<file path="config.mk">
export PLATFORM = sky130hd
export DESIGN_NAME = retire_stats
export DESIGN_NICKNAME = d
export VERILOG_FILES = /design/src/verilog/rv_decode_pkg.sv /design/src/verilog/stats_bus_pkg.sv /design/src/verilog/retire_classifier.sv /design/src/verilog/collection_counters.sv /design/src/verilog/stats_axil_slave.sv /design/src/verilog/retire_stats.sv
export VERILOG_INCLUDE_DIRS = /design/src /design/src/verilog
export SDC_FILE = /design/constraint.sdc
export NUM_CORES = 1
export LEC_CHECK = 0
export BUFFER_PORTS_ARGS = -buffer_cell sky130_fd_sc_hd__buf_2
export CORE_ASPECT_RATIO = 1.2
export CORE_MARGIN = 2
export CORE_UTILIZATION = 60
export DETAILED_ROUTE_END_ITERATION = 7
export PLACE_DENSITY = 0.8
export SLEW_MARGIN = 10
export SYNTH_ARGS = -nofsm -noshare
export SYNTH_HDL_FRONTEND = slang
export SYNTH_SLANG_ARGS = --single-unit
export TNS_END_PERCENT = 10
</file>
<file path="constraint.sdc">
create_clock -name clk -period 6.27 [get_ports clk]
set_input_delay 0.627 -clock clk [delete_from_list [all_inputs] [get_ports clk]]
set_output_delay 0.627 -clock clk [all_outputs]
set_load 0.05 [all_outputs]
</file>
<file path="src/verilog/retire_stats_config.svh">
`ifndef RETIRE_STATS_CONFIG_SVH
`define RETIRE_STATS_CONFIG_SVH

//////////////////////////////
// Retire port bank
//////////////////////////////
`define RETIRE_PORTS 2

// Width of a per-cycle sum over all retire ports
`define SUM_W ($clog2(`RETIRE_PORTS + 1))

// Collection window markers, both encoded as addi x0 forms
`define START_MARKER 32'h00C00013
`define END_MARKER 32'h00D00013

// Statistic counters wrap at this width
`define COUNTER_W 32

//////////////////////////////
// Register map byte offsets
//////////////////////////////
`define REG_STATUS 8'h00
`define REG_CONTROL 8'h04
`define REG_RETIRED 8'h08
`define REG_CYCLES 8'h0C
// One word per mix category from here on
`define REG_MIX_BASE 8'h10
// Console data byte
`define REG_UART 8'h40

`endif

</file>
<file path="src/verilog/rv_decode_pkg.sv">
package rv_decode_pkg;

    //////////////////////////////
    // Opcode field, instr[6:2]
    //////////////////////////////
    typedef enum logic [4:0] {
        LOAD      = 5'b00000,
        FENCE     = 5'b00011,
        ARITH_IMM = 5'b00100,
        AUIPC     = 5'b00101,
        STORE     = 5'b01000,
        AMO       = 5'b01011,
        ARITH     = 5'b01100,
        LUI       = 5'b01101,
        BRANCH    = 5'b11000,
        JALR      = 5'b11001,
        JAL       = 5'b11011,
        SYSTEM    = 5'b11100
    } opcode_t;

    //////////////////////////////
    // Instruction mix categories
    //////////////////////////////
    typedef enum int {
        MIX_ALU    = 0,
        MIX_BRANCH = 1,
        MIX_MUL    = 2,
        MIX_DIV    = 3,
        MIX_LOAD   = 4,
        MIX_STORE  = 5,
        MIX_MISC   = 6,
        // Number of categories, not a category itself
        MIX_COUNT  = 7
    } mix_e;

    // One flag per category for a single instruction
    typedef logic [MIX_COUNT-1:0] mix_vec_t;

endpackage

</file>
<file path="src/verilog/stats_bus_pkg.sv">
package stats_bus_pkg;

    // AXI4-Lite response codes in use
    typedef enum logic [1:0] {
        RESP_OKAY   = 2'b00,
        RESP_SLVERR = 2'b10
    } axil_resp_t;

    // Bit positions inside the status register
    typedef enum int {
        STATUS_ACTIVE = 0,
        STATUS_DONE   = 1
    } status_bits_e;

    // Decoded register selection
    typedef enum logic [2:0] {
        SEL_STATUS,
        SEL_CONTROL,
        SEL_RETIRED,
        SEL_CYCLES,
        SEL_MIX,
        SEL_UART,
        SEL_NONE
    } reg_sel_e;

endpackage

</file>
<file path="src/verilog/retire_classifier.sv">
`timescale 1ns/1ps
`include "retire_stats_config.svh"

module retire_classifier (
    input  logic                     clk,
    input  logic                     arst_n,
    input  logic [`RETIRE_PORTS-1:0] retire_valid,
    input  logic [31:0]              retire_instr [`RETIRE_PORTS],
    output logic [`SUM_W-1:0]        mix_sum [rv_decode_pkg::MIX_COUNT],
    output logic [`SUM_W-1:0]        retired_sum,
    output logic                     start_seen,
    output logic                     end_seen
);

    localparam int SUM_W = `SUM_W;

    rv_decode_pkg::mix_vec_t  port_mix [`RETIRE_PORTS];
    logic [`RETIRE_PORTS-1:0] port_start;
    logic [`RETIRE_PORTS-1:0] port_end;
    logic [`RETIRE_PORTS-1:0] port_counted;
    logic [SUM_W-1:0]         mix_next [rv_decode_pkg::MIX_COUNT];
    logic [SUM_W-1:0]         retired_next;

    // Mix flags for one word, markers are filtered out elsewhere
    function automatic rv_decode_pkg::mix_vec_t classify(input logic [31:0] instr);
        rv_decode_pkg::mix_vec_t mix;
        mix = '0;
        case (instr[6:2])
            // M extension shares the register opcode, split on bits 25 and 14
            rv_decode_pkg::ARITH: begin
                if (!instr[25])
                    mix[rv_decode_pkg::MIX_ALU] = 1'b1;
                else if (instr[14])
                    mix[rv_decode_pkg::MIX_DIV] = 1'b1;
                else
                    mix[rv_decode_pkg::MIX_MUL] = 1'b1;
            end
            rv_decode_pkg::ARITH_IMM, rv_decode_pkg::AUIPC, rv_decode_pkg::LUI:
                mix[rv_decode_pkg::MIX_ALU] = 1'b1;
            rv_decode_pkg::BRANCH, rv_decode_pkg::JAL, rv_decode_pkg::JALR:
                mix[rv_decode_pkg::MIX_BRANCH] = 1'b1;
            rv_decode_pkg::LOAD:
                mix[rv_decode_pkg::MIX_LOAD] = 1'b1;
            rv_decode_pkg::STORE:
                mix[rv_decode_pkg::MIX_STORE] = 1'b1;
            // Atomics both read and write memory
            rv_decode_pkg::AMO: begin
                mix[rv_decode_pkg::MIX_LOAD]  = 1'b1;
                mix[rv_decode_pkg::MIX_STORE] = 1'b1;
            end
            rv_decode_pkg::SYSTEM, rv_decode_pkg::FENCE:
                mix[rv_decode_pkg::MIX_MISC] = 1'b1;
            default: ;
        endcase
        return mix;
    endfunction

    //////////////////////////////
    // Per-port decode
    //////////////////////////////
    always_comb begin
        for (int p = 0; p < `RETIRE_PORTS; p++) begin
            port_start[p]   = retire_valid[p] && (retire_instr[p] == `START_MARKER);
            port_end[p]     = retire_valid[p] && (retire_instr[p] == `END_MARKER);
            port_counted[p] = retire_valid[p] && !port_start[p] && !port_end[p];
            port_mix[p]     = classify(retire_instr[p]);
        end
    end

    // Sum across ports
    always_comb begin
        mix_next     = '{default: '0};
        retired_next = '0;
        for (int p = 0; p < `RETIRE_PORTS; p++) begin
            if (port_counted[p]) begin
                retired_next = retired_next + 1'b1;
                for (int c = 0; c < rv_decode_pkg::MIX_COUNT; c++)
                    mix_next[c] = mix_next[c] + SUM_W'(port_mix[p][c]);
            end
        end
    end

    //////////////////////////////
    // Output stage
    //////////////////////////////
    always_ff @(posedge clk or negedge arst_n) begin
        if (!arst_n) begin
            mix_sum     <= '{default: '0};
            retired_sum <= '0;
            start_seen  <= 1'b0;
            end_seen    <= 1'b0;
        end else begin
            mix_sum     <= mix_next;
            retired_sum <= retired_next;
            start_seen  <= |port_start;
            end_seen    <= |port_end;
        end
    end

endmodule

</file>
<file path="src/verilog/collection_counters.sv">
`timescale 1ns/1ps
`include "retire_stats_config.svh"

module collection_counters (
    input  logic                  clk,
    input  logic                  arst_n,
    input  logic [`SUM_W-1:0]     mix_sum [rv_decode_pkg::MIX_COUNT],
    input  logic [`SUM_W-1:0]     retired_sum,
    input  logic                  start_seen,
    input  logic                  end_seen,
    input  logic                  clear_stats,
    output logic [`COUNTER_W-1:0] mix_count [rv_decode_pkg::MIX_COUNT],
    output logic [`COUNTER_W-1:0] retired_count,
    output logic [`COUNTER_W-1:0] cycle_count,
    output logic                  collect_active,
    output logic                  collect_done
);

    localparam int COUNTER_W = `COUNTER_W;

    logic open_window;
    logic close_window;

    // Start only matters while idle, end only while active
    assign open_window  = !collect_active && start_seen;
    assign close_window = collect_active && end_seen;

    //////////////////////////////
    // Window state
    //////////////////////////////
    always_ff @(posedge clk or negedge arst_n) begin
        if (!arst_n) begin
            collect_active <= 1'b0;
        end else if (open_window) begin
            collect_active <= 1'b1;
        end else if (close_window) begin
            collect_active <= 1'b0;
        end
    end

    // Done marks a finished window until cleared or a new one opens
    always_ff @(posedge clk or negedge arst_n) begin
        if (!arst_n) begin
            collect_done <= 1'b0;
        end else if (clear_stats) begin
            collect_done <= 1'b0;
        end else if (close_window) begin
            collect_done <= 1'b1;
        end else if (open_window) begin
            collect_done <= 1'b0;
        end
    end

    //////////////////////////////
    // Statistic counters
    //////////////////////////////

    // The end cycle still counts, the start cycle does not
    always_ff @(posedge clk or negedge arst_n) begin
        if (!arst_n) begin
            retired_count <= '0;
            cycle_count   <= '0;
        end else if (clear_stats) begin
            retired_count <= '0;
            cycle_count   <= '0;
        end else if (collect_active) begin
            retired_count <= retired_count + COUNTER_W'(retired_sum);
            cycle_count   <= cycle_count + 1'b1;
        end
    end

    // One counter per mix category
    always_ff @(posedge clk or negedge arst_n) begin
        if (!arst_n) begin
            mix_count <= '{default: '0};
        end else if (clear_stats) begin
            mix_count <= '{default: '0};
        end else if (collect_active) begin
            for (int c = 0; c < rv_decode_pkg::MIX_COUNT; c++)
                mix_count[c] <= mix_count[c] + COUNTER_W'(mix_sum[c]);
        end
    end

endmodule

</file>
<file path="src/verilog/stats_axil_slave.sv">
`timescale 1ns/1ps
`include "retire_stats_config.svh"

module stats_axil_slave (
    input  logic                     clk,
    input  logic                     arst_n,
    // Write address and data
    input  logic [7:0]               awaddr,
    input  logic                     awvalid,
    output logic                     awready,
    input  logic [31:0]              wdata,
    input  logic [3:0]               wstrb,
    input  logic                     wvalid,
    output logic                     wready,
    // Write response
    output stats_bus_pkg::axil_resp_t bresp,
    output logic                     bvalid,
    input  logic                     bready,
    // Read address and data
    input  logic [7:0]               araddr,
    input  logic                     arvalid,
    output logic                     arready,
    output logic [31:0]              rdata,
    output stats_bus_pkg::axil_resp_t rresp,
    output logic                     rvalid,
    input  logic                     rready,
    // Statistics
    input  logic [`COUNTER_W-1:0]    mix_count [rv_decode_pkg::MIX_COUNT],
    input  logic [`COUNTER_W-1:0]    retired_count,
    input  logic [`COUNTER_W-1:0]    cycle_count,
    input  logic                     collect_active,
    input  logic                     collect_done,
    output logic                     clear_stats,
    output logic                     uart_valid,
    output logic [7:0]               uart_byte
);

    localparam int MIX_IDX_W = $clog2(rv_decode_pkg::MIX_COUNT);

    logic                    wr_ready_q;
    logic                    wr_fire;
    logic                    rd_fire;
    stats_bus_pkg::reg_sel_e wr_sel;
    stats_bus_pkg::reg_sel_e rd_sel;
    logic [7:0]              mix_offset;
    logic [MIX_IDX_W-1:0]    mix_idx;
    logic [31:0]             rd_data_next;

    // Offset to register selection, unaligned or out of range is unmapped
    function automatic stats_bus_pkg::reg_sel_e decode(input logic [7:0] addr);
        case (addr)
            `REG_STATUS:  return stats_bus_pkg::SEL_STATUS;
            `REG_CONTROL: return stats_bus_pkg::SEL_CONTROL;
            `REG_RETIRED: return stats_bus_pkg::SEL_RETIRED;
            `REG_CYCLES:  return stats_bus_pkg::SEL_CYCLES;
            `REG_UART:    return stats_bus_pkg::SEL_UART;
            default: begin
                if (addr >= `REG_MIX_BASE && addr[1:0] == 2'b00 &&
                    int'(addr) < int'(`REG_MIX_BASE) + 4 * rv_decode_pkg::MIX_COUNT)
                    return stats_bus_pkg::SEL_MIX;
                return stats_bus_pkg::SEL_NONE;
            end
        endcase
    endfunction

    assign wr_sel = decode(awaddr);
    assign rd_sel = decode(araddr);

    //////////////////////////////
    // Write channel
    //////////////////////////////
    assign awready = wr_ready_q;
    assign wready  = wr_ready_q;
    assign wr_fire = wr_ready_q && awvalid && wvalid;

    always_ff @(posedge clk or negedge arst_n) begin
        if (!arst_n) begin
            wr_ready_q <= 1'b0;
            bvalid     <= 1'b0;
        end else begin
            // Single cycle ready, held off while a response waits
            wr_ready_q <= awvalid && wvalid && !bvalid && !wr_ready_q;
            if (wr_fire)
                bvalid <= 1'b1;
            else if (bready)
                bvalid <= 1'b0;
        end
    end

    always_ff @(posedge clk) begin
        if (wr_fire) begin
            bresp     <= (wr_sel == stats_bus_pkg::SEL_NONE) ?
                         stats_bus_pkg::RESP_SLVERR : stats_bus_pkg::RESP_OKAY;
            uart_byte <= wdata[7:0];
        end
    end

    // Side effects of accepted writes, one cycle later
    always_ff @(posedge clk or negedge arst_n) begin
        if (!arst_n) begin
            clear_stats <= 1'b0;
            uart_valid  <= 1'b0;
        end else begin
            clear_stats <= wr_fire && wr_sel == stats_bus_pkg::SEL_CONTROL &&
                           wstrb[0] && wdata[0];
            uart_valid  <= wr_fire && wr_sel == stats_bus_pkg::SEL_UART && wstrb[0];
        end
    end

    //////////////////////////////
    // Read channel
    //////////////////////////////
    assign rd_fire    = arready && arvalid;
    assign mix_offset = araddr - `REG_MIX_BASE;
    assign mix_idx    = mix_offset[2 +: MIX_IDX_W];

    always_comb begin
        rd_data_next = '0;
        case (rd_sel)
            stats_bus_pkg::SEL_STATUS: begin
                rd_data_next[stats_bus_pkg::STATUS_ACTIVE] = collect_active;
                rd_data_next[stats_bus_pkg::STATUS_DONE]   = collect_done;
            end
            stats_bus_pkg::SEL_RETIRED: rd_data_next = 32'(retired_count);
            stats_bus_pkg::SEL_CYCLES:  rd_data_next = 32'(cycle_count);
            stats_bus_pkg::SEL_MIX:     rd_data_next = 32'(mix_count[mix_idx]);
            // Control, UART and unmapped read as zero
            default: ;
        endcase
    end

    always_ff @(posedge clk or negedge arst_n) begin
        if (!arst_n) begin
            arready <= 1'b0;
            rvalid  <= 1'b0;
        end else begin
            arready <= arvalid && !rvalid && !arready;
            if (rd_fire)
                rvalid <= 1'b1;
            else if (rready)
                rvalid <= 1'b0;
        end
    end

    always_ff @(posedge clk) begin
        if (rd_fire) begin
            rdata <= rd_data_next;
            rresp <= (rd_sel == stats_bus_pkg::SEL_NONE) ?
                     stats_bus_pkg::RESP_SLVERR : stats_bus_pkg::RESP_OKAY;
        end
    end

endmodule

</file>
<file path="src/verilog/retire_stats.sv">
`timescale 1ns/1ps
`include "retire_stats_config.svh"

module retire_stats (
    input  logic                      clk,
    input  logic                      arst_n,
    // Retire ports
    input  logic [`RETIRE_PORTS-1:0]  retire_valid,
    input  logic [31:0]               retire_instr [`RETIRE_PORTS],
    // AXI4-Lite slave
    input  logic [7:0]                awaddr,
    input  logic                      awvalid,
    output logic                      awready,
    input  logic [31:0]               wdata,
    input  logic [3:0]                wstrb,
    input  logic                      wvalid,
    output logic                      wready,
    output stats_bus_pkg::axil_resp_t bresp,
    output logic                      bvalid,
    input  logic                      bready,
    input  logic [7:0]                araddr,
    input  logic                      arvalid,
    output logic                      arready,
    output logic [31:0]               rdata,
    output stats_bus_pkg::axil_resp_t rresp,
    output logic                      rvalid,
    input  logic                      rready,
    // Console and window state
    output logic                      uart_valid,
    output logic [7:0]                uart_byte,
    output logic                      collect_active
);

    logic [`SUM_W-1:0]     mix_sum [rv_decode_pkg::MIX_COUNT];
    logic [`SUM_W-1:0]     retired_sum;
    logic                  start_seen;
    logic                  end_seen;
    logic [`COUNTER_W-1:0] mix_count [rv_decode_pkg::MIX_COUNT];
    logic [`COUNTER_W-1:0] retired_count;
    logic [`COUNTER_W-1:0] cycle_count;
    logic                  collect_done;
    logic                  clear_stats;

    retire_classifier classifier (.*);

    collection_counters counters (.*);

    stats_axil_slave slave (.*);

endmodule

</file>
# After elaboration in Yosys (flattened, before gate mapping)
# Cells that the tools add are included.
[word_totals]
regBits = 358
input_bits = 125
output_inout_bits = 51
word_cells = 214
[classes]
n_addsub = 18
n_lt_le_gt_ge = 5
eq_ne = 41
n_mux = 56
bitwise = 1
n_reduce_logical = 62
[ops]
columns = ["op", "n"]
rows = [
  ["two-way mux 224 bit", 2],
  ["adder 32 x 2 -> 32 bit", 8],
  ["two-way mux 32 bit", 6],
  ["equality test 32 x 24 -> 1 bit, second input constant", 4],
  ["binary-select mux 32 bit (select 3 bit)", 1],
  ["case mux 30 bit (3 select lines)", 1],
  ["equality test 5 x 4 -> 1 bit, second input constant", 8],
  ["equality test 5 bit, second input constant", 8],
  ["adder 32 x 1 -> 32 bit, second input constant", 1],
  ["equality test 8 x 4 -> 1 bit, second input constant", 4],
  ["case mux 3 bit (5 select lines)", 2],
  ["two-way mux 1 bit", 28],
  ["logical AND 1 bit", 27],
  ["equality test 5 x 3 -> 1 bit, second input constant", 4],
  ["equality test 8 x 3 -> 1 bit, second input constant", 2],
  ["equality test 8 x 7 -> 1 bit, second input constant", 2],
  [">= comparator 8 x 5 -> 1 bit, second input constant", 2],
  ["logical NOT 8 bit", 2],
  ["less-than comparator 8 x 6 -> 1 bit, second input constant", 2],
  ["OR reduction 2 bit", 8],
  ["two-way mux 14 bit", 1],
  ["two-way mux 2 bit", 7],
  ["two-way mux 13 bit", 1],
  ["adder 2 x 1 -> 2 bit", 6],
  ["20 further kinds", 46],
]

# Depth between registers and ports, before layout
[depth]
ltp_word = 11
ltp_mapped = 8
mapped_depth_nobuf = 7

# Modules after synthesis
# From an unflattened synthesis, not the netlist that was laid out.
[unflattened]
cells_unflattened = 2008
area_unflattened_um2 = 20011.7
[by_module_without_submodules]
columns = ["module", "n_inst", "cells_each", "area_per_inst_um2", "seq_area_each_um2"]
rows = [
  ["collection_counters", 1, 1540, 14680.3, 7257.0],
  ["stats_axil_slave", 1, 348, 4141.5, 1411.4],
  ["retire_classifier", 1, 120, 1189.9, 450.4],
]

# Worst setup path after synthesis
# Ideal clock, no wire load.
[synth_timing]
path_kind = "reg2reg"
from = "reg counters.collect_active"
to = "reg counters.mix_count[209] (netlist bit)"
setup_time_ps = 125
t_arrival_ps = 2369
required_time_ps = 6145
slack_ps = 3776
stages_incl_launch_ff = 8
path_buffers = 3
period_less_slack_ps = 2494
cell_sequence = "dfrtp_1 -> buf_2 -> buf_6 -> o21ai_2 -> or4_4 -> buf_2 -> nor4_1 -> mux2_2"
[synth_between]
elab_chain_len = 1
[synth_lines]
columns = ["element", "line", "text"]
rows = [
  ["from (decl)", "collection_counters.sv:15", "output logic collect_active,"],
  ["from (signal assigned)", "collection_counters.sv:33", "collect_active <= 1'b0;"],
  ["from (signal assigned)", "collection_counters.sv:35", "collect_active <= 1'b1;"],
  ["from (signal assigned)", "collection_counters.sv:37", "collect_active <= 1'b0;"],
  ["nonzero test 2 bit (no source line)", "-", ""],
  ["to (signal, indexed assignment)", "collection_counters.sv:80", "mix_count[c] <= mix_count[c] + COUNTER_W'(mix_sum[c]);"],
  ["to (decl)", "collection_counters.sv:12", "output logic [`COUNTER_W-1:0] mix_count [rv_decode_pkg::MIX_COUNT],"],
]
# No other way between the ends.
# A chain may end at the register's enable or synchronous reset.

# Worst setup path in the final report
[layout_timing]
from = "reg slave.clear_stats"
to = "reg counters.mix_count[90] (netlist bit)"
[layout_between]
elab_chain_len = 1
word_cells_on_any_way = 2
cone_classes = "mux: 1; reduce/logical: 1"
[layout_lines]
columns = ["element", "line", "text"]
rows = [
  ["from (decl)", "stats_axil_slave.sv:33", "output logic clear_stats,"],
  ["from (signal assigned)", "stats_axil_slave.sv:104", "clear_stats <= wr_fire && wr_sel == stats_bus_pkg::SEL_CONTROL &&"],
  ["two-way mux 224 bit or nonzero test 2 bit (tied branches)", "-", ""],
]
# Several ways; a longest one is shown, not always the timed one.

==> summary.md <==
| Metric | Value |
|---|---|
| R2R depth | `5` |
| Max Cap Viol | `0` |
| Critical Path Source Type | `flop` |
| Sequential share of power | `0.481` |
| Clock share of power | `0.473` |
| Gate Count Post-Synth | `2065` |
| Number of global-route vias before repair | `16900` |
| Status | `finished clean` |
| Setup TNS | `0 ns` |
| Internal power | `3790 uW` |
| Worst Skew | `0.0186 ns` |
| Leakage | `0.00904 uW` |
| H-tree levels | `2` |
| Post-DR wirelength/cell | `20.1 um` |
| Setup crit start | `slave.clear_stats$_DFF_PN0_` |
| Detailed Routing Iterations Pass 1 | `5` |
| Max incr delay on CP | `0.98 ns` |
| Post-route clock period utilization | `0.551` |
| Routed via count | `17500` |
| Worst-Margin Slew | `1.04 ns` |
| Pwr dens | `217 nW/um2` |
| Reg-to-reg endpoint | `counters.mix_count[90]$_DFFE_PN0P_` |
| Antenna violations before repair | `0` |
| Setup CP Type | `reg -> reg` |
| Top cell type's share of synthesized area | `0.385` |
| CP required | `6.71 ns` |
| Largest area contributor in the netlist | `dfrtp_1` |
| Pre-CTS setup slack | `2.85 ns` |
| Fin crit period | `3.45 ns` |
| ANT cells | `0` |
| Num CTS Buffers | `39` |
| Clk root buf | `clkbuf_16` |
| Syn Std Cell Area | `20400 um2` |
| Arrival time at the worst endpoint | `3.90 ns` |
| Core Rows | `74` |
| Die height | `206 um` |
| Crit-path max FO | `80` |
| Switching Share | `0.225` |
| Post-DP HPWL | `36500 um` |
| Iteration-0 DRC Markers | `1424` |
| Cell with the most instances after synthesis | `dfrtp_1` |
| Dpl cells | `2542` |
| Nets | `2285` |
| Average size of a mapped cell | `9.89 um2` |
| Worst-skew pair later-pin latency | `0.54 ns` |
| Clock Path Buffers | `3` |
| Cts hold-fix bufs | `0` |
| Peak supply drop | `0.000184 V` |
| Sw power | `1100 uW` |
| EDFF count, synth | `42` |
| Fmax | `289 MHz` |
| Smallest hold slack | `0.116 ns` |
| Vias per std cell | `6.69` |
| CTS Sinks | `356` |
| Fin util | `0.668` |
| Post-DRT Antenna Nets | `0` |
| Dominant synthesized flop cell | `dfrtp_1` |
| Fraction of layout instances using a drive strength above 1 | `0.136` |
| Overall routing resource usage | `0.300` |
| Synthesis Warnings | `0` |
| Final Hold Fails | `0` |
| Final setup margin | `2.82 ns` |
| Final wirelength | `52400 um` |
| Synth cell types | `66` |
| Slew headroom | `0.307` |
| Ports | `176` |
| Footprint of the multi-input gates | `10500 um2` |
| Slowest CP cell | `dfrtp_4` |
| Seq cells post-synth | `356` |
| First-pass GRT wire length | `85700 um` |
| Seq/Total Area, Yosys | `0.447` |
| Post-CTS Setup Bufs | `0` |
| Area Growth Syn to Fin | `10.5%` |
| Class of the worst hold path | `in -> async` |
| FF-to-FF setup slack | `2.82 ns` |
| Fillcell total | `2537` |
| Fraction of registers with async set/reset | `0.882` |
| Max Slew Vio Count | `0` |
| Layout Cells excl Fill | `2612` |
| RSZ-0062 raised after global routing | `false` |
| Critical R2R Launch | `slave.clear_stats$_DFF_PN0_` |
| Post-cts resize count | `0` |
| FF/Latch Area | `9120 um2` |
| Drc violations | `0` |
| Placeable Area | `33800 um2` |
| CTS tree | `yes` |
| Synth top cells by count | `dfrtp_1 (314), a21oi_1 (185), or4_1 (141), nor2_1 (128), o31ai_1 (117)` |
| CP cell instances | `buf_4 -> o211ai_1 -> or4_1 -> or4_1 -> a21oi_1` |
| Top cells by area, synth | `dfrtp_1 (38%), edfxtp_1 (6.2%), or4_1 (5.2%), a21oi_1 (4.5%), o31ai_1 (4.3%)` |
| Most used cell, CP | `or4_1` |
| Total grt overflow | `0` |
| Final setup fails | `0` |
| Comb power frac | `0.045` |
| Die outline width | `172 um` |
| Starting density of the core | `0.604` |
| # port buffers | `146` |
| Die Area | `35500 um2` |
| Largest net degree at the start of global routing | `162` |
| CP Capture Type | `flop` |
| CTS clk-pin slew, worst paths | `0.06 ns` |
| GP Congestion | `0.921` |
-- logic make-up after synthesis --
logic type               Yosys count  share of synthesized area
other                              1                   0.000184
multiplexers                     141                     0.0906
AO/OA/AOI/OAI                    501                      0.153
AND/OR/NAND/NOR                  757                      0.214
XOR/XNOR                          78                     0.0335
buffers and inverters            198                     0.0389
adder cells (fa/ha/maj)           33                     0.0232
flip-flops                       356                      0.447
-- layout make-up --
class,instances,area share
multi-input cells,1512,0.466
flip-flops and latches,356,0.404
clock buffers,57,0.0486
repair buffers,162,0.0388
well taps,456,0.0253
inverters,56,0.00931
clock inverters,13,0.00737
-- layer usage --
metal  track usage  vias to the layer above  share of wire
met3        0.0446                      122          0.068
met4         0.116                        0          0.034
met2         0.506                      635           0.50
li1              -                     8026              -
met1         0.392                     8679           0.40
met5             0                        -              0
-- layout by cell type, fill, tap and decap left out, drive strengths merged, types with 32 or more instances in the layout --
| cell type | count |
|---|---|
| nor4 | 42 |
| nand4 | 65 |
| mux2i | 81 |
| a22oi | 32 |
| nand2 | 108 |
| o31ai | 117 |
| nor2 | 128 |
| or3 | 64 |
| dfrtp | 314 |
| a21oi | 185 |
| or4 | 142 |
| nand3 | 69 |
| edfxtp | 42 |
| clkbuf | 57 |
| o21ai | 96 |
| mux4 | 32 |
| buf | 162 |
| inv | 57 |
| o2bb2ai | 32 |
| xnor2 | 52 |
-- critical path, delay by kind of cell, from the launching register on --
family          cells  cell delay, ns
simple gates        2            1.18
flops               1            0.98
buf+inv             1            0.69
compound gates      2            0.45
-- sequential cells by signal (all words and copies together), names as in the netlist, 2 cells and up --
register	cells
counters.retired_count	32
classifier.mix_sum	14
classifier.retired_sum	2
slave.rdata	32
counters.mix_count	224
slave.uart_byte	8
counters.cycle_count	32
-- power by group through the flow --
stage	Sequential (uW)	Combinational, uW	Clock [uW]
after global placement	2400	218	0
final	2350	221	2320
after floorplan	2440	75.4	0
after global routing	2360	241	2430
after CTS	2350	223	2340
after detailed placement	2400	222	0
-- metrics by stage --
stage | area (um2) | total power (uW)
after CTS | 22600 | 4910
after floorplan | 20400 | 2510
after global routing | 22600 | 5020
final | 22600 | 4890
after detailed placement | 21300 | 2620
after global placement | 21300 | 2620
-- worst max path at each step --
stage / endpoint / slack, ns / cells after the start
after floorplan: counters.mix_count[209]$_DFFE_PN0P_ / 3.78 / 7
after global placement: counters.mix_count[54]$_DFFE_PN0P_ / 2.91 / 5
after detailed placement: counters.mix_count[94]$_DFFE_PN0P_ / 2.85 / 5
after CTS: counters.mix_count[54]$_DFFE_PN0P_ / 2.83 / 5
after global routing: counters.mix_count[90]$_DFFE_PN0P_ / 2.59 / 5
final: counters.mix_count[90]$_DFFE_PN0P_ / 2.82 / 5
(Power assumes the default switching activity.)
